### config.mk
export PLATFORM = sky130hd
export DESIGN_NAME = ternary_alu
export DESIGN_NICKNAME = d
export VERILOG_FILES = /design/src/source/ternary_pkg.sv /design/src/source/ternary_alu.sv /design/src/source/alu_result_stage.sv /design/src/source/trit_comparator.sv /design/src/source/trit_ripple_adder.sv /design/src/source/trit_logic_unit.sv
export SDC_FILE = /design/constraint.sdc
export NUM_CORES = 1
export LEC_CHECK = 0
export ABC_AREA = 0
export BUFFER_PORTS_ARGS = -buffer_cell sky130_fd_sc_hd__buf_2
export CAP_MARGIN = 25
export CORE_ASPECT_RATIO = 0.5
export CORE_UTILIZATION = 70
export CTS_BUF_LIST = sky130_fd_sc_hd__clkbuf_4
export CTS_CLUSTER_SIZE = 30
export DETAILED_ROUTE_END_ITERATION = 12
export PLACE_DENSITY = 0.95
export SLEW_MARGIN = 30
export SYNTH_ARGS = -nofsm -noshare
export SYNTH_HDL_FRONTEND = slang
export SYNTH_HIERARCHICAL = 1
export SYNTH_SLANG_ARGS = --single-unit
### constraint.sdc
create_clock -name clock -period 62.2 [get_ports clock]
set_input_delay 6.22 -clock clock [delete_from_list [all_inputs] [get_ports clock]]
set_output_delay 6.22 -clock clock [all_outputs]
set_load 0.02 [all_outputs]
### src/source/ternary_pkg.sv
// Balanced-ternary ALU shared definitions
// Two-bit trit encoding, word and operation types, request and
// response structs, and the one-trit truth-table functions used by
// the datapath units and the reference model.
// Trit codes are 2'b11 = -1, 2'b00 = 0 and 2'b01 = +1.
// The spare code 2'b10 is read as 0 everywhere.
package ternary_pkg;

    parameter int WORD_TRITS = 9;

    typedef logic [1:0] trit_t;
    typedef logic [2*WORD_TRITS-1:0] word_t;

    localparam trit_t TRIT_NEG  = 2'b11;
    localparam trit_t TRIT_ZERO = 2'b00;
    localparam trit_t TRIT_POS  = 2'b01;

    // Code 3'd7 is left out on purpose and passes operand a through
    typedef enum logic [2:0] {
        OP_NOT  = 3'd0,
        OP_AND  = 3'd1,
        OP_OR   = 3'd2,
        OP_XOR  = 3'd3,
        OP_ADD  = 3'd4,
        OP_SUB  = 3'd5,
        OP_COMP = 3'd6
    } alu_op_e;

    typedef struct packed {
        alu_op_e op;
        word_t   a;
        word_t   b;
    } alu_req_t;

    typedef struct packed {
        alu_op_e op;
        word_t   result;
    } alu_resp_t;

    // Fold the spare code onto zero
    function automatic trit_t trit_norm(input trit_t t);
        return (t == 2'b10) ? TRIT_ZERO : t;
    endfunction

    function automatic trit_t trit_neg(input trit_t t);
        case (trit_norm(t))
            TRIT_NEG: return TRIT_POS;
            TRIT_POS: return TRIT_NEG;
            default:  return TRIT_ZERO;
        endcase
    endfunction

    // AND is the minimum of the two trits
    function automatic trit_t trit_min(input trit_t x, input trit_t y);
        trit_t p;
        trit_t q;
        p = trit_norm(x);
        q = trit_norm(y);
        if (p == TRIT_NEG || q == TRIT_NEG) return TRIT_NEG;
        if (p == TRIT_ZERO || q == TRIT_ZERO) return TRIT_ZERO;
        return TRIT_POS;
    endfunction

    // OR is the maximum of the two trits
    function automatic trit_t trit_max(input trit_t x, input trit_t y);
        trit_t p;
        trit_t q;
        p = trit_norm(x);
        q = trit_norm(y);
        if (p == TRIT_POS || q == TRIT_POS) return TRIT_POS;
        if (p == TRIT_ZERO || q == TRIT_ZERO) return TRIT_ZERO;
        return TRIT_NEG;
    endfunction

    // Sum of the trits wrapped back into -1..+1
    function automatic trit_t trit_xor(input trit_t x, input trit_t y);
        case ({trit_norm(x), trit_norm(y)})
            {TRIT_NEG, TRIT_NEG}:   return TRIT_POS;
            {TRIT_NEG, TRIT_ZERO}:  return TRIT_NEG;
            {TRIT_ZERO, TRIT_NEG}:  return TRIT_NEG;
            {TRIT_ZERO, TRIT_POS}:  return TRIT_POS;
            {TRIT_POS, TRIT_ZERO}:  return TRIT_POS;
            {TRIT_POS, TRIT_POS}:   return TRIT_NEG;
            default:                return TRIT_ZERO;
        endcase
    endfunction

    // Sum that saturates instead of wrapping
    function automatic trit_t trit_any(input trit_t x, input trit_t y);
        trit_t p;
        trit_t q;
        p = trit_norm(x);
        q = trit_norm(y);
        if (p == q || q == TRIT_ZERO) return p;
        if (p == TRIT_ZERO) return q;
        return TRIT_ZERO;
    endfunction

    // Nonzero only when both trits agree
    function automatic trit_t trit_consensus(input trit_t x, input trit_t y);
        trit_t p;
        p = trit_norm(x);
        return (p == trit_norm(y)) ? p : TRIT_ZERO;
    endfunction

endpackage
### src/source/ternary_alu.sv
// Balanced-ternary ALU top level
// Fans the request operands out to the logic unit, the adder and
// the comparator, which all settle in the same cycle, and hands
// their words to the result stage. One cycle from accepted request
// to response, with a valid/ready handshake on both sides.
`timescale 1ns/1ns

module ternary_alu (
    input  logic                   clock,
    input  logic                   reset,
    input  logic                   req_valid,
    output logic                   req_ready,
    input  ternary_pkg::alu_req_t  req,
    output logic                   resp_valid,
    input  logic                   resp_ready,
    output ternary_pkg::alu_resp_t resp
);

    ternary_pkg::word_t not_word;
    ternary_pkg::word_t and_word;
    ternary_pkg::word_t or_word;
    ternary_pkg::word_t xor_word;
    ternary_pkg::word_t sum_word;
    ternary_pkg::word_t diff_word;
    ternary_pkg::word_t comp_word;

    trit_logic_unit u_logic (
        .a        (req.a),
        .b        (req.b),
        .not_word (not_word),
        .and_word (and_word),
        .or_word  (or_word),
        .xor_word (xor_word)
    );

    trit_ripple_adder u_adder (
        .a         (req.a),
        .b         (req.b),
        .sum_word  (sum_word),
        .diff_word (diff_word)
    );

    trit_comparator u_comparator (
        .a         (req.a),
        .b         (req.b),
        .comp_word (comp_word)
    );

    alu_result_stage u_result (
        .clock      (clock),
        .reset      (reset),
        .req_valid  (req_valid),
        .req_ready  (req_ready),
        .req        (req),
        .not_word   (not_word),
        .and_word   (and_word),
        .or_word    (or_word),
        .xor_word   (xor_word),
        .sum_word   (sum_word),
        .diff_word  (diff_word),
        .comp_word  (comp_word),
        .resp_valid (resp_valid),
        .resp_ready (resp_ready),
        .resp       (resp)
    );

endmodule

### src/source/alu_result_stage.sv
// ALU result select and output register
// Picks the unit output named by the request operation, or operand a
// for the spare code, and holds it in a one-entry valid/ready stage.
// A request is taken whenever the register is empty or draining.
`timescale 1ns/1ns

module alu_result_stage (
    input  logic                   clock,
    input  logic                   reset,
    input  logic                   req_valid,
    output logic                   req_ready,
    input  ternary_pkg::alu_req_t  req,
    input  ternary_pkg::word_t     not_word,
    input  ternary_pkg::word_t     and_word,
    input  ternary_pkg::word_t     or_word,
    input  ternary_pkg::word_t     xor_word,
    input  ternary_pkg::word_t     sum_word,
    input  ternary_pkg::word_t     diff_word,
    input  ternary_pkg::word_t     comp_word,
    output logic                   resp_valid,
    input  logic                   resp_ready,
    output ternary_pkg::alu_resp_t resp
);

    ternary_pkg::word_t selected;
    logic               accept;

    // Result mux
    always_comb begin
        case (req.op)
            ternary_pkg::OP_NOT:  selected = not_word;
            ternary_pkg::OP_AND:  selected = and_word;
            ternary_pkg::OP_OR:   selected = or_word;
            ternary_pkg::OP_XOR:  selected = xor_word;
            ternary_pkg::OP_ADD:  selected = sum_word;
            ternary_pkg::OP_SUB:  selected = diff_word;
            ternary_pkg::OP_COMP: selected = comp_word;
            default:              selected = req.a;
        endcase
    end

    // Free slot, or the held response leaves this cycle
    assign req_ready = !resp_valid || resp_ready;
    assign accept    = req_valid && req_ready;

    always_ff @(posedge clock) begin
        if (reset) begin
            resp_valid <= 1'b0;
        end else if (accept) begin
            resp_valid <= 1'b1;
        end else if (resp_ready) begin
            resp_valid <= 1'b0;
        end
    end

    // Payload only moves on accept and holds under back-pressure
    always_ff @(posedge clock) begin
        if (accept) begin
            resp.op     <= req.op;
            resp.result <= selected;
        end
    end

endmodule

### src/source/trit_comparator.sv
// Three-way ternary word compare
// Walks from the most significant trit down, carrying less-than and
// equal flags. Trit 0 of the result is -1, 0 or +1 for a < b, a = b
// and a > b; every other trit is 0.
`timescale 1ns/1ns

module trit_comparator (
    input  ternary_pkg::word_t a,
    input  ternary_pkg::word_t b,
    output ternary_pkg::word_t comp_word
);

    localparam int N = ternary_pkg::WORD_TRITS;

    // Order is -1 < 0 < +1
    function automatic logic trit_less(
        input ternary_pkg::trit_t x,
        input ternary_pkg::trit_t y
    );
        ternary_pkg::trit_t p;
        ternary_pkg::trit_t q;
        p = ternary_pkg::trit_norm(x);
        q = ternary_pkg::trit_norm(y);
        return (p == ternary_pkg::TRIT_NEG && q != ternary_pkg::TRIT_NEG) ||
               (p == ternary_pkg::TRIT_ZERO && q == ternary_pkg::TRIT_POS);
    endfunction

    // Index N is the seed above the top trit
    logic [N:0]          lt_chain;
    logic [N:0]          eq_chain;
    ternary_pkg::trit_t  outcome;

    assign lt_chain[N] = 1'b0;
    assign eq_chain[N] = 1'b1;

    for (genvar i = N - 1; i >= 0; i--) begin : g_trit
        assign lt_chain[i] = lt_chain[i+1] |
                             (eq_chain[i+1] & trit_less(a[2*i +: 2], b[2*i +: 2]));
        assign eq_chain[i] = eq_chain[i+1] &
                             (ternary_pkg::trit_norm(a[2*i +: 2]) ==
                              ternary_pkg::trit_norm(b[2*i +: 2]));
    end

    assign outcome = lt_chain[0] ? ternary_pkg::TRIT_NEG  :
                     eq_chain[0] ? ternary_pkg::TRIT_ZERO :
                                   ternary_pkg::TRIT_POS;

    assign comp_word = {{(2*N-2){1'b0}}, outcome};

endmodule

### src/source/trit_ripple_adder.sv
// Ternary ripple-carry adder
// Two carry chains run side by side: one adds a and b, the other adds
// a and the trit-wise negation of b to form a - b. Each stage is a
// full adder made of two half adders whose carries merge with any.
// The carry out of the top trit is dropped, so results wrap.
`timescale 1ns/1ns

module trit_ripple_adder (
    input  ternary_pkg::word_t a,
    input  ternary_pkg::word_t b,
    output ternary_pkg::word_t sum_word,
    output ternary_pkg::word_t diff_word
);

    localparam int N = ternary_pkg::WORD_TRITS;

    // Half adder sum: any of the inputs, corrected twice by the
    // negated consensus so that +1 + +1 gives -1 and -1 + -1 gives +1
    function automatic ternary_pkg::trit_t half_sum(
        input ternary_pkg::trit_t x,
        input ternary_pkg::trit_t y
    );
        ternary_pkg::trit_t partial;
        ternary_pkg::trit_t fix;
        partial = ternary_pkg::trit_any(x, y);
        fix     = ternary_pkg::trit_neg(ternary_pkg::trit_consensus(x, y));
        return ternary_pkg::trit_any(fix, ternary_pkg::trit_any(fix, partial));
    endfunction

    ternary_pkg::word_t neg_b;
    ternary_pkg::word_t addend [2];
    ternary_pkg::word_t total [2];
    ternary_pkg::trit_t carry [2][N];

    for (genvar i = 0; i < N; i++) begin : g_neg
        assign neg_b[2*i +: 2] = ternary_pkg::trit_neg(b[2*i +: 2]);
    end

    // Chain 0 adds b, chain 1 adds -b
    assign addend[0] = b;
    assign addend[1] = neg_b;

    for (genvar c = 0; c < 2; c++) begin : g_chain
        assign carry[c][0] = ternary_pkg::TRIT_ZERO;

        for (genvar i = 0; i < N; i++) begin : g_stage
            ternary_pkg::trit_t sum1;

            // First half adder takes the addend trit and the carry in
            assign sum1 = half_sum(addend[c][2*i +: 2], carry[c][i]);
            assign total[c][2*i +: 2] = half_sum(a[2*i +: 2], sum1);

            if (i < N - 1) begin : g_carry
                ternary_pkg::trit_t carry1;
                ternary_pkg::trit_t carry2;

                assign carry1 = ternary_pkg::trit_consensus(addend[c][2*i +: 2],
                                                            carry[c][i]);
                assign carry2 = ternary_pkg::trit_consensus(a[2*i +: 2], sum1);
                assign carry[c][i+1] = ternary_pkg::trit_any(carry1, carry2);
            end
        end
    end

    assign sum_word  = total[0];
    assign diff_word = total[1];

endmodule

### src/source/trit_logic_unit.sv
// Trit-wise logic unit
// Applies NOT, AND (minimum), OR (maximum) and XOR (wrapped sum)
// to every trit position of a word in parallel. NOT reads a only.
// Purely combinational.
`timescale 1ns/1ns

module trit_logic_unit (
    input  ternary_pkg::word_t a,
    input  ternary_pkg::word_t b,
    output ternary_pkg::word_t not_word,
    output ternary_pkg::word_t and_word,
    output ternary_pkg::word_t or_word,
    output ternary_pkg::word_t xor_word
);

    // One slice of gates per trit, trit 0 in the lowest two bits
    for (genvar i = 0; i < ternary_pkg::WORD_TRITS; i++) begin : g_trit
        ternary_pkg::trit_t a_trit;
        ternary_pkg::trit_t b_trit;

        assign a_trit = a[2*i +: 2];
        assign b_trit = b[2*i +: 2];

        assign not_word[2*i +: 2] = ternary_pkg::trit_neg(a_trit);
        assign and_word[2*i +: 2] = ternary_pkg::trit_min(a_trit, b_trit);
        assign or_word[2*i +: 2]  = ternary_pkg::trit_max(a_trit, b_trit);
        assign xor_word[2*i +: 2] = ternary_pkg::trit_xor(a_trit, b_trit);
    end

endmodule

-- After elaboration in Yosys (flattened, before gate mapping)
Index checks and enable logic that the tools add are counted.
- equality and inequality tests: 513
- muxes and demuxes: 1235
- bitwise operators: 24
- reduce and logical (&&, ||, !) cells: 400
- operators with widths (operator ; number):
    2-bit 2-to-1 mux ; 802
    2-bit equality test (second input constant) ; 259
    2-bit zero test ; 201
    1-bit 2-to-1 mux ; 369
    2-bit equality test ; 131
    2-bit case mux with 2 select lines ; 63
    1-bit logical OR ; 159
    18-bit case mux with 7 select lines ; 1
    2-bit by 1-bit equality test with 1-bit output (second input constant) ; 54
    4-bit by 3-bit equality test with 1-bit output (second input constant) ; 18
    4-bit equality test (second input constant) ; 18
    3-bit OR reduction ; 18
    4-bit by 1-bit equality test with 1-bit output (second input constant) ; 9
    4-bit by 2-bit equality test with 1-bit output (second input constant) ; 9
    1-bit logical AND ; 19
    2-bit != test (second input constant) ; 9
    1-bit AND ; 16
    3-bit equality test (second input constant) ; 3
    1-bit bitwise OR ; 8
    3-bit by 2-bit equality test with 1-bit output (second input constant) ; 2
    3-bit by 1-bit equality test with 1-bit output (second input constant) ; 1
    3-bit zero test ; 1
    2-bit nonzero test ; 1
    1-bit zero test ; 1
- register bits after elaboration: 22
- input bits: 43
- output and inout bits: 23
- logic and storage cells: 2175

-- Longest topological paths before layout
- depth in word-level cells: 341
- gate-level depth with buffers: 120

-- Modules after synthesis
Netlist, hierarchy kept.
- modules (own cells, without submodules) (module ; instances ; cells each ; area each (um^2) ; seq. area each (um^2)):
    trit_ripple_adder ; 1 ; 1026 ; 6602.6 ; 0.0
    alu_result_stage ; 1 ; 202 ; 1836.8 ; 650.6
    trit_logic_unit ; 1 ; 158 ; 835.8 ; 0.0
    trit_comparator ; 1 ; 92 ; 616.8 ; 0.0

-- Worst setup path before layout
Ideal clock, no wire load.
- path type: input port to flip-flop
- from: input port req[1] (netlist name)
- to: register u_result/resp[16] (netlist name)
- library setup time: 0.257 ns
- arrival: 27.493 ns
- data required time: 61.943 ns
- slack: 34.451 ns
- cell stages on the path: 112
- path buffers: 4
- cell sequence: buf_6 -> buf_2 -> xnor2_1 -> and3_1 -> ha_1 -> or3_4 -> a211oi_1 -> a31o_2 -> ha_1 -> inv_1 -> a2111oi_4 -> a41oi_1 -> nor2_1 -> ha_1 -> clkbuf_1 -> nand3_1 -> or3_1 -> o311ai_0 -> (+76 left out) -> nand3_1 -> and3_1 -> buf_4 -> a21oi_1 -> a21oi_1 -> ha_1 -> nand2_1 -> a21oi_1 -> a2111oi_4 -> ha_1 -> nand2_1 -> nand2_1 -> a41o_1 -> a21boi_0 -> a32o_1 -> mux2i_1 -> o211ai_1 -> o22a_1
- RTL lines (element ; RTL line ; text):
    start: declaration ; ternary_alu.sv:13 ; input ternary_pkg::alu_req_t req,
    2-bit equality test ; ternary_pkg.sv:42 ; return (t == 2'b10) ? TRIT_ZERO : t;
    2-bit 2-to-1 mux (*) ; ternary_pkg.sv:42 ;
    2-bit zero test ; ternary_pkg.sv:103 ; return (p == trit_norm(y)) ? p : TRIT_ZERO;
    2-bit 2-to-1 mux ; ternary_pkg.sv:103 ;
    2-bit equality test ; ternary_pkg.sv:42 ;
    2-bit 2-to-1 mux ; ternary_pkg.sv:42 ;
    2-bit by 1-bit equality test with 1-bit output or 2-bit equality test (tied branches) ; ternary_pkg.sv:46 ; case (trit_norm(t))
    2-bit case mux with 2 select lines ; ternary_pkg.sv:46 ;
    (+277 left out) ; -- ;
    2-bit 2-to-1 mux ; ternary_pkg.sv:42 ;
    2-bit equality test or 2-bit zero test (tied branches) ; ternary_pkg.sv:94 ; if (p == q || q == TRIT_ZERO) return p;
    1-bit logical OR ; ternary_pkg.sv:94 ;
    1-bit 2-to-1 mux ; ternary_pkg.sv:94 ;
    2-bit 2-to-1 mux (*) ; ternary_pkg.sv:95 ; if (p == TRIT_ZERO) return q;
    net sum_word[16] ; ternary_alu.sv:23 ; ternary_pkg::word_t sum_word;
    18-bit case mux with 7 select lines (*) ; alu_result_stage.sv:30 ; case (req.op)
    net u_result.selected[16] ; alu_result_stage.sv:25 ; ternary_pkg::word_t selected;
Mark *: on every way through the listed nets, which the timed path passes. The rest lies on a longest branch. The select of a mux whose other input is x is not followed.
A chain may end at the register's enable or synchronous reset.

-- Final worst setup path
- from: input port req[1] (netlist name)
- to: register u_result/resp[16] (netlist name)
- RTL lines (element ; RTL line):
    2-bit equality test ; ternary_pkg.sv:42
    2-bit 2-to-1 mux (*) ; ternary_pkg.sv:42
    2-bit zero test ; ternary_pkg.sv:103
    2-bit 2-to-1 mux ; ternary_pkg.sv:103
    2-bit equality test ; ternary_pkg.sv:42
    2-bit 2-to-1 mux ; ternary_pkg.sv:42
    2-bit by 1-bit equality test with 1-bit output or 2-bit equality test (tied branches) ; ternary_pkg.sv:46
    2-bit case mux with 2 select lines ; ternary_pkg.sv:46
    (+277 left out) ; --
    2-bit 2-to-1 mux ; ternary_pkg.sv:42
    2-bit equality test or 2-bit zero test (tied branches) ; ternary_pkg.sv:94
    1-bit logical OR ; ternary_pkg.sv:94
    1-bit 2-to-1 mux ; ternary_pkg.sv:94
    2-bit 2-to-1 mux (*) ; ternary_pkg.sv:95
    net sum_word[16] ; ternary_alu.sv:23
    18-bit case mux with 7 select lines (*) ; alu_result_stage.sv:30
    net u_result.selected[16] ; alu_result_stage.sv:25
Marks and branches as above.

==> results by group <==
Run status
  – Status: complete, no violations

Die
  – Die width: 170 um
  – Row count: 30
  – I/O Pins: 66
  – Die Ht: 86.1 um
  – Core box area: 0.0137 mm2
  – Starting Density: 0.724
  – Die area: 0.0146 mm2

STA
  – Hold_ws: between 0.5 and 0.6 ns
  – Clock period minus worst slack: between 30 and 40 ns
  – Final Setup Violations: 0
  – Unrepaired setup endpoints after global routing: false
  – F_max: 32.2 MHz
  – Worst-Margin Slew: approximately 0.93 ns
  – Sum Neg Setup Slack: 0 ns
  – Fin crit share: 0.500
  – Max Slew Vio Count: 0
  – Fin. Hold Viols: 0
  – Max_slew headroom: 0.375
  – Clock Skews: 0.0127 ns

Layout
  – P&R area growth vs syn: 1.91%
  – Layout Cells excl Fill: 1659
  – Fill cells: 1074
  – Final instance area: 0.0101 mm2
  – Layout Nets: around 1500
  – Layout cells sized above 1: 0.0954
  – Post-Route Utilization: 0.738
  – Antenna Cells: 0

Placement
  – Placed insts: between 1500 and 2000
  – Detailed-placement wirelength estimate: 21100 um
  – Placed cell area: 0.0100 mm2
  – Gpl congestion: 0.947
  – Port buffer count: 65

Yosys
  – Post-synth ARST share: 0
  – Post-Syn Area: 0.00989 mm2
  – Avg Synthesized Cell Area: 6.69 um2
  – Number of synthesized flops with an enable pin: 21
  – Syn Inst Count: 1478
  – Seq/Total Area, Yosys: 0.0658
  – Distinct cell type count after synthesis: 115
  – Syn. warnings: 6
  – Yosys reg bits: 22
  – Ys flop type: edfxtp_1

Critical path
  – Crit path buf inv count: 9
  – Slowest cell on crit path: a2111oi_0
  – Setup crit start kind: primary input
  – Required @ worst endpoint: around 62 ns
  – Delay-heaviest family, CP: compound AO/OA/AOI/OAI gates
  – Max incr delay on CP: 0.79 ns
  – CP Capture Type: flop
  – Crit path max fanout: 25
  – Most used cell, CP: ha_1
  – R2r worst-path depth: 2
  – Flop2flop setup slack: 60.91 ns
  – Critical path arrival: between 30 and 40 ns
  – WS Path Type: in2reg
  – Reg-to-Reg Start: u_result/resp_valid$_SDFFE_PP0P_
  – R2r endpoint: u_result/resp[6]$_DFFE_PP_

Power
  – Max rail drop VDD: 7.62 uV
  – Clock power share: 0.116
  – P_int: ~50 uW
  – Switching Share: 0.505
  – Switching power: 51.6 uW
  – Leakage: 4.00 nW
  – Sequential Power Share: 0.182
  – Gate power share: 0.702
  – Power density cells: 10.1 mW/mm2

Global route
  – GRT Util Overall: 0.382
  – Initial antenna violation count: 0
  – Gr ovfl total: 0
  – Number of global-route vias before repair: 10300
  – Largest net degree at the start of global routing: 53
  – Global-route wire length before repair: 47700 um

CTS
  – Post-CTS setup buffer count: 0
  – H-tree depth: 1
  – Worst skew pair latency: around 0.34 ns
  – Clk sink count: 22
  – Post-cts sizing count: 0
  – Root Buffer Master: clkbuf_4
  – Max Root-Sink Buffers: 2
  – Number of CTS-inserted buffers: 3
  – Clk pin slew, worst setup/hold paths: about 0.15 ns
  – TritonCTS clock tree: yes
  – Post-CTS Hold Buffers: 0

Hold path
  – Hold Path Origin: u_result/resp_valid$_SDFFE_PP0P_
  – Worst hold path type: reg2reg
  – Hold Crit Depth: 2
  – Worst Hold End: u_result/resp_valid$_SDFFE_PP0P_

Route
  – Total wire length: 29200 um
  – Drc violations: 0
  – DR pass1 iterations: 7
  – DRT iter0 DRCs: 1468
  – Drt wl/cell: around 18 um
  – Post-route ant nets: 0
  – Via-to-Cell Ratio: 7.16
  – DR vias: 11900

Run
  – Max_cap viols: 0
==> metrics by stage <==
stage / setup WS (ns) / power, mW
global route: 29.52 / 0.109
detailed placement: 31.49 / 0.0876
global placement: 32.88 / 0.0845
finish: 31.12 / 0.102
CTS: 31.77 / 0.0996
floorplan: 34.45 / 0.0724
==> synth_stat cells (16+ instances only) <==
cell | number | share of area
xnor2_1 | 27 | 0.024
o21ai_0 | 81 | 0.041
a22oi_1 | 16 | 0.012
and2_1 | 28 | 0.018
nand3_1 | 58 | 0.029
and3_1 | 21 | 0.013
nand2_1 | 162 | 0.061
nor2_1 | 159 | 0.060
buf_4 | 21 | 0.016
o2bb2ai_1 | 17 | 0.015
clkbuf_1 | 45 | 0.017
edfxtp_1 | 21 | 0.064
o31ai_1 | 19 | 0.014
a21o_1 | 20 | 0.015
o21a_1 | 16 | 0.012
a31oi_1 | 23 | 0.015
a21oi_1 | 95 | 0.048
ha_1 | 36 | 0.046
a211oi_1 | 28 | 0.021
mux2i_1 | 44 | 0.045
nand2b_1 | 32 | 0.020
buf_2 | 22 | 0.011
nor2b_1 | 27 | 0.017
inv_1 | 69 | 0.026
nor3_1 | 38 | 0.019
==> sequential cells by signal (all words and copies together), names as in the netlist <==
name and flops:
u_result/resp 21, u_result/resp_valid 1
==> worst min-delay path, cell delays in order, from the launching register on <==
cell,delay [ns]
dfxtp_1,0.33
nand2b_1,0.09
a21oi_1,0.07
==> layer usage <==
metal / share of wire / up-vias / track usage
li1: - / 5564 / -
met1: 0.42 / 5473 / 0.510
met2: 0.45 / 722 / 0.643
met3: 0.098 / 119 / 0.0374
met4: 0.030 / 0 / 0.140
met5: 0 / - / 0
==> kinds of logic after synthesis <==
group	after synthesis	share of synthesized area
fa+ha+maj	36	0.0455
other cells	2	0.000759
xor+xnor	42	0.0372
simple gates	629	0.320
buf+inv	168	0.0783
flops	22	0.0658
compound gates	522	0.391
mux	57	0.0608
==> cells in the final DEF, fill, tap and decap left out, types with 9 or more instances in the layout <==
master,count
o2bb2ai_1,17
nor3_1,38
nand3_1,58
xnor2_1,27
mux2i_1,44
a2111oi_0,9
nor2_1,157
nor2b_1,27
and2_1,27
o32a_1,15
a21oi_1,95
inv_1,69
conb_1,17
ha_1,36
a31oi_1,23
o21ai_0,81
nor4_1,14
buf_2,64
a211o_1,11
o31ai_1,19
o21a_1,16
a22oi_1,16
nand2b_1,32
o21ai_1,10
a211oi_1,28
o211ai_1,13
xor2_1,15
edfxtp_1,21
or3b_1,10
a21o_1,20
nand4_1,11
or2_2,9
nand2_1,162
and3_1,21
o22ai_1,13
or3_1,15
==> worst max path at each step <==
stage | startpoint | end | slack (ns) | cells past startpoint
floorplan | req[1] | u_result/resp[16]$_DFFE_PP_ | 34.45 | 112
global placement | req[1] | u_result/resp[16]$_DFFE_PP_ | 32.88 | 105
detailed placement | req[1] | u_result/resp[16]$_DFFE_PP_ | 31.49 | 106
CTS | req[1] | u_result/resp[16]$_DFFE_PP_ | 31.77 | 106
global route | req[1] | u_result/resp[16]$_DFFE_PP_ | 29.52 | 109
finish | req[1] | u_result/resp[16]$_DFFE_PP_ | 31.12 | 106
==> power groups by stage <==
stage | sequential, mW | clock [mW] | combinational (mW)
floorplan | 0.0204 | 0 | 0.0520
global placement | 0.0189 | 0 | 0.0656
detailed placement | 0.0189 | 0 | 0.0687
CTS | 0.0186 | 0.0118 | 0.0693
global route | 0.0187 | 0.0126 | 0.0779
finish | 0.0186 | 0.0118 | 0.0717
==> final cells by class <==
class / instances / area, um2 / area share
clock inverter: 1 / 30.0 / 0.00298
inverter: 73 / 274 / 0.0272
multi-input combinational: 1303 / 8540 / 0.847
timing repair buffer: 65 / 328 / 0.0325
tap: 192 / 240 / 0.0238
clock buffer: 3 / 22.5 / 0.00223
sequential: 22 / 651 / 0.0645
No activity file was read; power rests on OpenSTA's default activity.
